File: config.mk
export PLATFORM = sky130hd
export DESIGN_NAME = mpad_dma_top
export DESIGN_NICKNAME = d
export VERILOG_FILES = /design/src/hdl/mpad_axi_pkg.sv /design/src/hdl/mpad_engine_pkg.sv /design/src/hdl/mpad_block_writer.sv /design/src/hdl/mpad_dma_top.sv /design/src/hdl/mpad_tile_ctrl.sv /design/src/hdl/mpad_window_reader.sv
export VERILOG_INCLUDE_DIRS = /design/src /design/src/hdl
export SDC_FILE = /design/constraint.sdc
export NUM_CORES = 1
export LEC_CHECK = 0
export BUFFER_PORTS_ARGS = -buffer_cell sky130_fd_sc_hd__buf_2
export CORE_MARGIN = 5
export CORE_UTILIZATION = 44
export CTS_BUF_LIST = sky130_fd_sc_hd__clkbuf_16
export DETAILED_ROUTE_END_ITERATION = 10
export PLACE_DENSITY_LB_ADDON = 0.3
export RECOVER_POWER = 25
export SLEW_MARGIN = 20
export SYNTH_ARGS = -nofsm -noshare
export SYNTH_HDL_FRONTEND = slang
export SYNTH_SLANG_ARGS = --single-unit
File: constraint.sdc
create_clock -name clk -period 12.4 [get_ports clk]
set_input_delay 2.48 -clock clk [delete_from_list [all_inputs] [get_ports clk]]
set_output_delay 2.48 -clock clk [all_outputs]
set_load 0.02 [all_outputs]
File: src/hdl/mpad_macros.svh
/*
 * Bus widths, matrix size field and window/block dimensions
 */
`ifndef MPAD_MACROS_SVH
`define MPAD_MACROS_SVH

// AXI side
`define MPAD_ADDR_W      32
`define MPAD_DATA_W      32
`define MPAD_WORD_BYTES  4    // Address step per word

// Matrix size field, holds N up to 32 and N+2
`define MPAD_WIDTH_W     6

// Source window, also beats per read burst
`define MPAD_WIN_DIM     3
`define MPAD_WIN_WORDS   9

`define MPAD_BLK_WORDS   4    // TL, TR, BL, BR

`endif

File: src/hdl/mpad_axi_pkg.sv
/*
 * Bus-side types for the AXI read and write ports
 */
`include "mpad_macros.svh"

package mpad_axi_pkg;

    typedef logic [`MPAD_ADDR_W-1:0] addr_t;   // Byte address
    typedef logic [`MPAD_DATA_W-1:0] data_t;

    // AXI3 burst length, beats minus one
    typedef logic [3:0] len_t;

endpackage

File: src/hdl/mpad_engine_pkg.sv
/*
 * Engine-side types: FSM state enums, matrix index,
 * 3x3 source window and 2x2 output block
 */
`include "mpad_macros.svh"

package mpad_engine_pkg;

    // Block sequencing
    typedef enum logic [2:0] {
        IDLE,
        FETCH,
        BUILD,
        STORE,
        ADVANCE
    } ctrl_state_e;

    typedef enum logic [1:0] {
        RD_IDLE,
        RD_ADDR,
        RD_DATA
    } rd_state_e;

    // One AW/W/B round per word
    typedef enum logic [1:0] {
        WR_IDLE,
        WR_ADDR,
        WR_DATA,
        WR_RESP
    } wr_state_e;

    typedef logic [`MPAD_WIDTH_W-1:0] width_t;

    // Raster order, index is row * 3 + col
    typedef mpad_axi_pkg::data_t [`MPAD_WIN_WORDS-1:0] window_t;
    typedef mpad_axi_pkg::data_t [`MPAD_BLK_WORDS-1:0] block_t;   // [0] is TL

endpackage

File: src/hdl/mpad_block_writer.sv
/*
 * Block writer: four single-beat AXI writes for one 2x2 output block
 */
`timescale 1ns/1ps
`include "mpad_macros.svh"

module mpad_block_writer (
    input  logic                    clk,
    input  logic                    rst_n,

    input  logic                    store_req_i,
    input  mpad_axi_pkg::addr_t     blk_addr_i,
    input  mpad_axi_pkg::addr_t     out_pitch_i,
    input  mpad_engine_pkg::block_t blk_i,
    output logic                    store_done_o,

    output mpad_axi_pkg::addr_t     awaddr_o,
    output logic                    awvalid_o,
    input  logic                    awready_i,
    output mpad_axi_pkg::data_t     wdata_o,
    output logic                    wlast_o,
    output logic                    wvalid_o,
    input  logic                    wready_i,
    input  logic                    bvalid_i,
    output logic                    bready_o
);

    mpad_engine_pkg::wr_state_e state_q;
    logic [1:0]                 word_q;    // TL, TR, BL, BR
    logic                       done_q;
    mpad_axi_pkg::addr_t        base_q;
    mpad_axi_pkg::addr_t        pitch_q;
    mpad_engine_pkg::block_t    blk_q;

    mpad_axi_pkg::addr_t row_off;
    mpad_axi_pkg::addr_t col_off;

    always_ff @(posedge clk) begin
        if (!rst_n) begin
            state_q <= mpad_engine_pkg::WR_IDLE;
            word_q  <= '0;
            done_q  <= 1'b0;
        end else begin
            done_q <= 1'b0;
            case (state_q)
                mpad_engine_pkg::WR_IDLE: begin
                    if (store_req_i) begin
                        word_q  <= '0;
                        state_q <= mpad_engine_pkg::WR_ADDR;
                    end
                end
                mpad_engine_pkg::WR_ADDR: begin
                    if (awready_i) state_q <= mpad_engine_pkg::WR_DATA;
                end
                mpad_engine_pkg::WR_DATA: begin
                    if (wready_i) state_q <= mpad_engine_pkg::WR_RESP;
                end
                mpad_engine_pkg::WR_RESP: begin
                    if (bvalid_i && word_q == 2'(`MPAD_BLK_WORDS - 1)) begin
                        done_q  <= 1'b1;
                        state_q <= mpad_engine_pkg::WR_IDLE;
                    end else if (bvalid_i) begin
                        word_q  <= word_q + 2'd1;
                        state_q <= mpad_engine_pkg::WR_ADDR;
                    end
                end
                default: state_q <= mpad_engine_pkg::WR_IDLE;
            endcase
        end
    end

    always_ff @(posedge clk) begin
        if (state_q == mpad_engine_pkg::WR_IDLE && store_req_i) begin
            base_q  <= blk_addr_i;
            pitch_q <= out_pitch_i;
            blk_q   <= blk_i;
        end
    end

    // Bottom row one pitch down, right column one word over
    assign row_off = word_q[1] ? pitch_q : '0;
    assign col_off = word_q[0] ? mpad_axi_pkg::addr_t'(`MPAD_WORD_BYTES) : '0;

    assign awaddr_o  = base_q + row_off + col_off;
    assign awvalid_o = (state_q == mpad_engine_pkg::WR_ADDR);
    assign wdata_o   = blk_q[word_q];
    assign wvalid_o  = (state_q == mpad_engine_pkg::WR_DATA);
    assign wlast_o   = (state_q == mpad_engine_pkg::WR_DATA);   // Single beat
    assign bready_o  = (state_q == mpad_engine_pkg::WR_RESP);

    assign store_done_o = done_q;

endmodule

File: src/hdl/mpad_dma_top.sv
/*
 * Mirror-padding DMA top: controller, window reader, block writer
 */
`timescale 1ns/1ps

module mpad_dma_top (
    input  logic                    clk,
    input  logic                    rst_n,

    // Configuration
    input  mpad_axi_pkg::addr_t     src_addr_i,
    input  mpad_axi_pkg::addr_t     dst_addr_i,
    input  mpad_engine_pkg::width_t mat_width_i,
    input  logic                    start_i,
    output logic                    done_o,

    // AR and R
    output mpad_axi_pkg::addr_t     araddr_o,
    output mpad_axi_pkg::len_t      arlen_o,
    output logic                    arvalid_o,
    input  logic                    arready_i,
    input  mpad_axi_pkg::data_t     rdata_i,
    input  logic                    rlast_i,
    input  logic                    rvalid_i,
    output logic                    rready_o,

    // AW, W and B
    output mpad_axi_pkg::addr_t     awaddr_o,
    output logic                    awvalid_o,
    input  logic                    awready_i,
    output mpad_axi_pkg::data_t     wdata_o,
    output logic                    wlast_o,
    output logic                    wvalid_o,
    input  logic                    wready_i,
    input  logic                    bvalid_i,
    output logic                    bready_o
);

    logic                     fetch_req;
    logic                     fetch_done;
    mpad_axi_pkg::addr_t      win_addr;
    mpad_axi_pkg::addr_t      row_pitch;
    mpad_engine_pkg::window_t win;

    logic                     store_req;
    logic                     store_done;
    mpad_axi_pkg::addr_t      blk_addr;
    mpad_axi_pkg::addr_t      out_pitch;
    mpad_engine_pkg::block_t  blk;

    mpad_tile_ctrl u_tile_ctrl (
        .clk          (clk),
        .rst_n        (rst_n),
        .src_addr_i   (src_addr_i),
        .dst_addr_i   (dst_addr_i),
        .mat_width_i  (mat_width_i),
        .start_i      (start_i),
        .done_o       (done_o),
        .fetch_req_o  (fetch_req),
        .win_addr_o   (win_addr),
        .row_pitch_o  (row_pitch),
        .fetch_done_i (fetch_done),
        .win_i        (win),
        .store_req_o  (store_req),
        .blk_addr_o   (blk_addr),
        .out_pitch_o  (out_pitch),
        .blk_o        (blk),
        .store_done_i (store_done)
    );

    mpad_window_reader u_window_reader (
        .clk          (clk),
        .rst_n        (rst_n),
        .fetch_req_i  (fetch_req),
        .win_addr_i   (win_addr),
        .row_pitch_i  (row_pitch),
        .fetch_done_o (fetch_done),
        .win_o        (win),
        .araddr_o     (araddr_o),
        .arlen_o      (arlen_o),
        .arvalid_o    (arvalid_o),
        .arready_i    (arready_i),
        .rdata_i      (rdata_i),
        .rlast_i      (rlast_i),
        .rvalid_i     (rvalid_i),
        .rready_o     (rready_o)
    );

    mpad_block_writer u_block_writer (
        .clk          (clk),
        .rst_n        (rst_n),
        .store_req_i  (store_req),
        .blk_addr_i   (blk_addr),
        .out_pitch_i  (out_pitch),
        .blk_i        (blk),
        .store_done_o (store_done),
        .awaddr_o     (awaddr_o),
        .awvalid_o    (awvalid_o),
        .awready_i    (awready_i),
        .wdata_o      (wdata_o),
        .wlast_o      (wlast_o),
        .wvalid_o     (wvalid_o),
        .wready_i     (wready_i),
        .bvalid_i     (bvalid_i),
        .bready_o     (bready_o)
    );

endmodule

File: src/hdl/mpad_tile_ctrl.sv
/*
 * Tile controller: walks the 2x2 output blocks, places the clamped
 * source window, applies the mirror rule and sequences reader and writer
 */
`timescale 1ns/1ps
`include "mpad_macros.svh"

module mpad_tile_ctrl (
    input  logic                     clk,
    input  logic                     rst_n,

    input  mpad_axi_pkg::addr_t      src_addr_i,
    input  mpad_axi_pkg::addr_t      dst_addr_i,
    input  mpad_engine_pkg::width_t  mat_width_i,
    input  logic                     start_i,
    output logic                     done_o,

    output logic                     fetch_req_o,
    output mpad_axi_pkg::addr_t      win_addr_o,
    output mpad_axi_pkg::addr_t      row_pitch_o,
    input  logic                     fetch_done_i,
    input  mpad_engine_pkg::window_t win_i,

    output logic                     store_req_o,
    output mpad_axi_pkg::addr_t      blk_addr_o,
    output mpad_axi_pkg::addr_t      out_pitch_o,
    output mpad_engine_pkg::block_t  blk_o,
    input  logic                     store_done_i
);

    mpad_engine_pkg::ctrl_state_e state_q;
    logic                         done_q;
    logic                         fetch_req_q;
    logic                         store_req_q;
    mpad_engine_pkg::width_t      blk_row_q;   // Output row of TL
    mpad_engine_pkg::width_t      blk_col_q;
    mpad_axi_pkg::addr_t          src_q;
    mpad_axi_pkg::addr_t          dst_q;
    mpad_engine_pkg::width_t      n_q;
    mpad_engine_pkg::block_t      blk_q;

    mpad_engine_pkg::width_t win_row;
    mpad_engine_pkg::width_t win_col;
    logic                    last_blk;

    // Window starts one before the block, kept inside 0..N-3
    function automatic mpad_engine_pkg::width_t win_origin(
        input mpad_engine_pkg::width_t b,
        input mpad_engine_pkg::width_t n
    );
        mpad_engine_pkg::width_t lim;
        lim = n - mpad_engine_pkg::width_t'(`MPAD_WIN_DIM);
        if (b == '0) return '0;
        else if (b - 6'd1 > lim) return lim;
        else return b - 6'd1;
    endfunction

    // Mirror rule, edge rows and columns reflect without the edge itself
    function automatic mpad_engine_pkg::width_t src_index(
        input mpad_engine_pkg::width_t o,
        input mpad_engine_pkg::width_t n
    );
        if (o == '0) return 6'd1;
        else if (o == n + 6'd1) return n - 6'd2;
        else return o - 6'd1;
    endfunction

    function automatic mpad_axi_pkg::data_t pick(
        input mpad_engine_pkg::width_t o_row,
        input mpad_engine_pkg::width_t o_col
    );
        mpad_engine_pkg::width_t r;
        mpad_engine_pkg::width_t c;
        logic [3:0]              idx;
        r   = src_index(o_row, n_q) - win_row;   // 0..2 inside the window
        c   = src_index(o_col, n_q) - win_col;
        idx = 4'(r * `MPAD_WIN_DIM + c);
        return win_i[idx];
    endfunction

    assign win_row  = win_origin(blk_row_q, n_q);
    assign win_col  = win_origin(blk_col_q, n_q);
    assign last_blk = (blk_row_q == n_q) && (blk_col_q == n_q);

    always_ff @(posedge clk) begin
        if (!rst_n) begin
            state_q     <= mpad_engine_pkg::IDLE;
            done_q      <= 1'b1;
            fetch_req_q <= 1'b0;
            store_req_q <= 1'b0;
            blk_row_q   <= '0;
            blk_col_q   <= '0;
        end else begin
            fetch_req_q <= 1'b0;
            store_req_q <= 1'b0;
            case (state_q)
                mpad_engine_pkg::IDLE: begin
                    if (start_i) begin
                        done_q      <= 1'b0;
                        blk_row_q   <= '0;
                        blk_col_q   <= '0;
                        fetch_req_q <= 1'b1;
                        state_q     <= mpad_engine_pkg::FETCH;
                    end
                end
                mpad_engine_pkg::FETCH: begin
                    if (fetch_done_i) state_q <= mpad_engine_pkg::BUILD;
                end
                mpad_engine_pkg::BUILD: begin
                    store_req_q <= 1'b1;   // Block words registered this cycle
                    state_q     <= mpad_engine_pkg::STORE;
                end
                mpad_engine_pkg::STORE: begin
                    if (store_done_i) state_q <= mpad_engine_pkg::ADVANCE;
                end
                mpad_engine_pkg::ADVANCE: begin
                    if (last_blk) begin
                        done_q  <= 1'b1;
                        state_q <= mpad_engine_pkg::IDLE;
                    end else begin
                        if (blk_col_q == n_q) begin
                            blk_col_q <= '0;
                            blk_row_q <= blk_row_q + 6'd2;
                        end else begin
                            blk_col_q <= blk_col_q + 6'd2;
                        end
                        fetch_req_q <= 1'b1;
                        state_q     <= mpad_engine_pkg::FETCH;
                    end
                end
                default: state_q <= mpad_engine_pkg::IDLE;
            endcase
        end
    end

    always_ff @(posedge clk) begin
        if (state_q == mpad_engine_pkg::IDLE && start_i) begin
            src_q <= src_addr_i;
            dst_q <= dst_addr_i;
            n_q   <= mat_width_i;
        end
        if (state_q == mpad_engine_pkg::BUILD) begin
            blk_q[0] <= pick(blk_row_q, blk_col_q);
            blk_q[1] <= pick(blk_row_q, blk_col_q + 6'd1);
            blk_q[2] <= pick(blk_row_q + 6'd1, blk_col_q);
            blk_q[3] <= pick(blk_row_q + 6'd1, blk_col_q + 6'd1);
        end
    end

    assign row_pitch_o = mpad_axi_pkg::addr_t'(n_q) * `MPAD_WORD_BYTES;
    assign out_pitch_o = mpad_axi_pkg::addr_t'(n_q + 6'd2) * `MPAD_WORD_BYTES;

    assign win_addr_o = src_q + (mpad_axi_pkg::addr_t'(win_row) * mpad_axi_pkg::addr_t'(n_q)
                        + mpad_axi_pkg::addr_t'(win_col)) * `MPAD_WORD_BYTES;
    assign blk_addr_o = dst_q + (mpad_axi_pkg::addr_t'(blk_row_q)
                        * mpad_axi_pkg::addr_t'(n_q + 6'd2)
                        + mpad_axi_pkg::addr_t'(blk_col_q)) * `MPAD_WORD_BYTES;

    assign fetch_req_o = fetch_req_q;
    assign store_req_o = store_req_q;
    assign blk_o       = blk_q;
    assign done_o      = done_q;

endmodule

File: src/hdl/mpad_window_reader.sv
/*
 * Window reader: three INCR read bursts, one per window row,
 * collected into the 3x3 window buffer
 */
`timescale 1ns/1ps
`include "mpad_macros.svh"

module mpad_window_reader (
    input  logic                     clk,
    input  logic                     rst_n,

    input  logic                     fetch_req_i,
    input  mpad_axi_pkg::addr_t      win_addr_i,
    input  mpad_axi_pkg::addr_t      row_pitch_i,
    output logic                     fetch_done_o,
    output mpad_engine_pkg::window_t win_o,

    output mpad_axi_pkg::addr_t      araddr_o,
    output mpad_axi_pkg::len_t       arlen_o,
    output logic                     arvalid_o,
    input  logic                     arready_i,
    input  mpad_axi_pkg::data_t      rdata_i,
    input  logic                     rlast_i,
    input  logic                     rvalid_i,
    output logic                     rready_o
);

    mpad_engine_pkg::rd_state_e state_q;
    logic [1:0]                 row_q;     // Burst number within the window
    logic [3:0]                 beat_q;    // Buffer write position
    logic                       done_q;
    mpad_axi_pkg::addr_t        addr_q;
    mpad_axi_pkg::addr_t        pitch_q;
    mpad_engine_pkg::window_t   win_q;

    logic r_beat;
    logic last_row;

    assign r_beat   = (state_q == mpad_engine_pkg::RD_DATA) && rvalid_i;
    assign last_row = (row_q == 2'(`MPAD_WIN_DIM - 1));

    always_ff @(posedge clk) begin
        if (!rst_n) begin
            state_q <= mpad_engine_pkg::RD_IDLE;
            row_q   <= '0;
            beat_q  <= '0;
            done_q  <= 1'b0;
        end else begin
            done_q <= 1'b0;
            case (state_q)
                mpad_engine_pkg::RD_IDLE: begin
                    if (fetch_req_i) begin
                        row_q   <= '0;
                        beat_q  <= '0;
                        state_q <= mpad_engine_pkg::RD_ADDR;
                    end
                end
                mpad_engine_pkg::RD_ADDR: begin
                    if (arready_i) state_q <= mpad_engine_pkg::RD_DATA;
                end
                mpad_engine_pkg::RD_DATA: begin
                    if (rvalid_i) begin
                        beat_q <= beat_q + 4'd1;
                        if (rlast_i && last_row) begin
                            done_q  <= 1'b1;   // Window complete
                            state_q <= mpad_engine_pkg::RD_IDLE;
                        end else if (rlast_i) begin
                            row_q   <= row_q + 2'd1;
                            state_q <= mpad_engine_pkg::RD_ADDR;
                        end
                    end
                end
                default: state_q <= mpad_engine_pkg::RD_IDLE;
            endcase
        end
    end

    // Burst address and window words
    always_ff @(posedge clk) begin
        if (state_q == mpad_engine_pkg::RD_IDLE && fetch_req_i) begin
            addr_q  <= win_addr_i;
            pitch_q <= row_pitch_i;
        end else if (r_beat && rlast_i) begin
            addr_q <= addr_q + pitch_q;   // Next source row
        end
        if (r_beat) win_q[beat_q] <= rdata_i;
    end

    assign araddr_o  = addr_q;
    assign arvalid_o = (state_q == mpad_engine_pkg::RD_ADDR);
    // Length is only presented alongside arvalid
    assign arlen_o   = arvalid_o ? mpad_axi_pkg::len_t'(`MPAD_WIN_DIM - 1) : '0;
    assign rready_o  = (state_q == mpad_engine_pkg::RD_DATA);

    assign fetch_done_o = done_q;
    assign win_o        = win_q;

endmodule

==> results.md <==
* Met1 Use GR at between 20% and 30%
* Hold Violations, Final at 0
* Commonest non-fill, non-tap cell in the layout: edfxtp_1
* Setup TNS Final at 0 ns
* Finish-stage setup viols at 0
* Core ar. at ~0.093 mm2
* Minimum clock period at just over 10 ns
* Drt wl/cell at 24.2 um
* Crit path top cell by count: ha_1
* Critical path type: flop to flop
* Peak supply drop at approximately 0.00014 V
* Number of buffers created by CTS at slightly above 80
* Cell Pwr Density at 156 mW/mm2
* GR met3 Demand/Resource at 3.19%
* Worst-path clk slew at around 0.060 ns
* Buffers inserted by post-CTS timing repair at 0
* GR peak layer: met2
* Initial antenna violation count at 15
* Post-route ant nets at 0
* Share of cells above drive strength 1 at around 25%
* CTS tree: done
* Final WS setup at 2.21 ns
* First-pass GRT wire length at roughly 160 mm
* Post-synth EDFFs at between 600 and 700
* Critical Path RT at between 10 and 15 ns
* Rows at 112
* Max-cap violations at 4
* Vias per cell at 5.88
* FMAX at roughly 0.098 GHz
* Hold_buf cts at 0
* Number of gates resized after cts at 0
* Placement Setup Slack at 2.30 ns
* Clk Latency, worst-skew pair at ~0.65 ns
* Slowest stage delay, CP at approximately 0.86 ns
* CTS Sinks at ~720
* Root Driver: clkbuf_16
* Outcome: finished with violations
* Ratio of final minimum period to clock period at a little over 80%
* Placer Congestion at 0.872
* Synth cell types at between 80 and 90
* Post-DP HPWL at ~66 mm
* Post-synthesis sequential area ratio at around half
* HP Class: flop to flop
* Die area at between 0.09 and 0.1 mm2
* Layout Nets at ~3400
* H-tree Lvls at 3
* CP max FO at 18
* Lkg Pwr at about 17 nW
* Slew HR at -230%
* Via count at around 26000
* Yosys reg bits at around 720
* Io pins at 218
* Final Routed Wirelength at about 110 mm
* Crit path DAT at 10.48 ns
* Worst Setup End Kind: flop
* Grt total ovfl at 0
* Cells after Synth at 2835
* Failing checks: max-capacitance violations, max-slew violations
* Clock Tree Buf Depth at 3
* Slew Viols, Final at 215
* Router iterations before antenna repair at 6
* I/O Buffers at approximately 210
* Gr usage total at a little over a fifth
* Fin area at 0.0463 mm2
* RSZ-0062 raised after global routing: no
* Worst Tran Pin Value at 4.96 ns
* Die Wd at approximately 320 um
* Avg Cell Area, Syn at around 15 um2
* Pin count of the biggest net entering global routing at between 80 and 90
* Post-synth ARST share at 0%
* Initial DRC count at around 2200
* Worst clock skew at 0.0348 ns
* Residual DRC at 0
* Most frequent cells in the layout: 691 x edfxtp_1, 288 x mux4_2, 196 x buf_2
* Initial Utilization at around 44%
* Crit-path slowest cell: edfxtp_1
* Post-Place Cell Area at around 0.044 mm2
* Met2 Use GR at between 30% and 40%
* Post-Syn Area at slightly above 0.04 mm2
* Synth warn at 0
* Synth Flop Type: edfxtp_1
* Crit path max-delay family: compound AO/OA/AOI/OAI gates
* Area Growth Syn to Fin at 12.3%
* Startpoint Class: flop
* Worst Path Buf+Inv at 4
* Vias in the first global route at ~27000
* Final Util at between 40 and 50%
* Die height at around 320 um
## cell type report
type	instances	area (um2)
Sequential cell	721	21400
Inverter	143	538
Fill cell	7949	46800
Clock buffer	84	2100
Timing Repair Buffer	262	1400
Clock inverter	70	602
Tap cell	1254	1570
Multi-Input combinational cell	1827	18700
Antenna cell	10	25.0
## final timing paths
path                                                  startpoint                                      to  slack, ns  depth (start not counted)
worst max-delay path                u_tile_ctrl.n_q[2]$_DFFE_PP_  u_window_reader.araddr_o[27]$_DFFE_PP_       2.21                         36
worst min-delay path            u_tile_ctrl.blk_o[110]$_DFFE_PP_     u_block_writer.blk_q[110]$_DFFE_PP_       0.42                          0
worst max register to register      u_tile_ctrl.n_q[2]$_DFFE_PP_  u_window_reader.araddr_o[27]$_DFFE_PP_       2.21                         36
worst min register to register  u_tile_ctrl.blk_o[110]$_DFFE_PP_     u_block_writer.blk_q[110]$_DFFE_PP_       0.42                          0
## layer usage
layer | vias to the layer above | wire length [um]
li1 | 11400 | -
met1 | 13100 | 39600
met2 | 982 | 55800
met4 | 2 | 3450
met5 | - | 13
met3 | 230 | 7110
## cell families (layout without fill, tap and decap cells)
logic type,after synthesis,count (layout),synth area share [%]
XOR/XNOR,175,175,4.08
adder cells (fa/ha/maj),233,233,8.15
flip-flops,721,721,51.9
AO/OA/AOI/OAI,370,370,6.10
multiplexers,429,429,19.2
other,2,25,0.0182
buffers and inverters,300,559,3.25
AND/OR/NAND/NOR,605,605,7.34
## synth_stat cells (5+ instances only)
cell / count / share of area, %
buf_4: 12 / 0.22
xnor2_1: 93 / 2.0
nor2b_1: 24 / 0.36
o21a_1: 6 / 0.11
o211ai_1: 8 / 0.15
buf_2: 8 / 0.097
buf_1: 27 / 0.25
o21ai_0: 56 / 0.68
nand4_1: 20 / 0.30
edfxtp_1: 691 / 50
a31oi_1: 13 / 0.20
clkbuf_1: 89 / 0.81
a211oi_1: 6 / 0.11
inv_1: 140 / 1.3
nand2_1: 138 / 1.3
fa_1: 59 / 2.9
nor3b_1: 9 / 0.16
o21bai_1: 18 / 0.33
ha_1: 173 / 5.3
a21o_1: 23 / 0.42
mux2i_1: 139 / 3.4
xor2_1: 71 / 1.5
nand3_1: 163 / 2.0
nor2_1: 108 / 0.98
a21oi_1: 67 / 0.81
o22ai_1: 5 / 0.076
buf_6: 21 / 0.57
and2_1: 43 / 0.65
mux4_2: 288 / 16
a21boi_0: 11 / 0.20
o21ai_2: 74 / 1.6
o31ai_1: 7 / 0.13
o21ai_1: 48 / 0.58
nor3_1: 18 / 0.22
and3_1: 36 / 0.55
nand2b_1: 10 / 0.15
dfxtp_1: 30 / 1.5
## registers in the layout, indices dropped and copies added, names as in the netlist, 3 cells and up
| register | flops |
|---|---|
| u_block_writer.pitch_q | 7 |
| u_tile_ctrl.n_q | 6 |
| u_tile_ctrl.dst_q | 32 |
| u_block_writer.base_q | 32 |
| u_tile_ctrl.state_q | 3 |
| u_window_reader.pitch_q | 6 |
| u_block_writer.blk_q | 128 |
| u_window_reader.win_o | 288 |
| u_window_reader.araddr_o | 32 |
| u_tile_ctrl.blk_row_q | 5 |
| u_tile_ctrl.blk_col_q | 5 |
| u_window_reader.beat_q | 4 |
| u_tile_ctrl.src_q | 32 |
| u_tile_ctrl.blk_o | 128 |
## where the power goes
| group | switching [mW] | internal [mW] | leakage (nW) | total (mW) |
|---|---|---|---|---|
| sequential | 0.0225 | 2.77 | 6.51 | 2.80 |
| clock | 1.00 | 1.41 | 1.39 | 2.41 |
| combinational | 1.19 | 0.823 | 8.82 | 2.01 |
| total | 2.21 | 5.01 | 16.7 | 7.22 |
## metrics by stage
step | std cells | total power [mW] | hold WS [ns]
2_1_floorplan | 2848 | 4.33 | 0.400
3_3_place_gp | 4206 | 4.81 | 0.401
3_5_place_dp | 4206 | 4.85 | 0.405
4_1_cts | 4360 | 7.28 | 0.415
5_1_grt | 4366 | 7.52 | 0.423
6_report | 4371 | 7.22 | 0.415
Note: power is estimated with default switching activity, not from simulation.
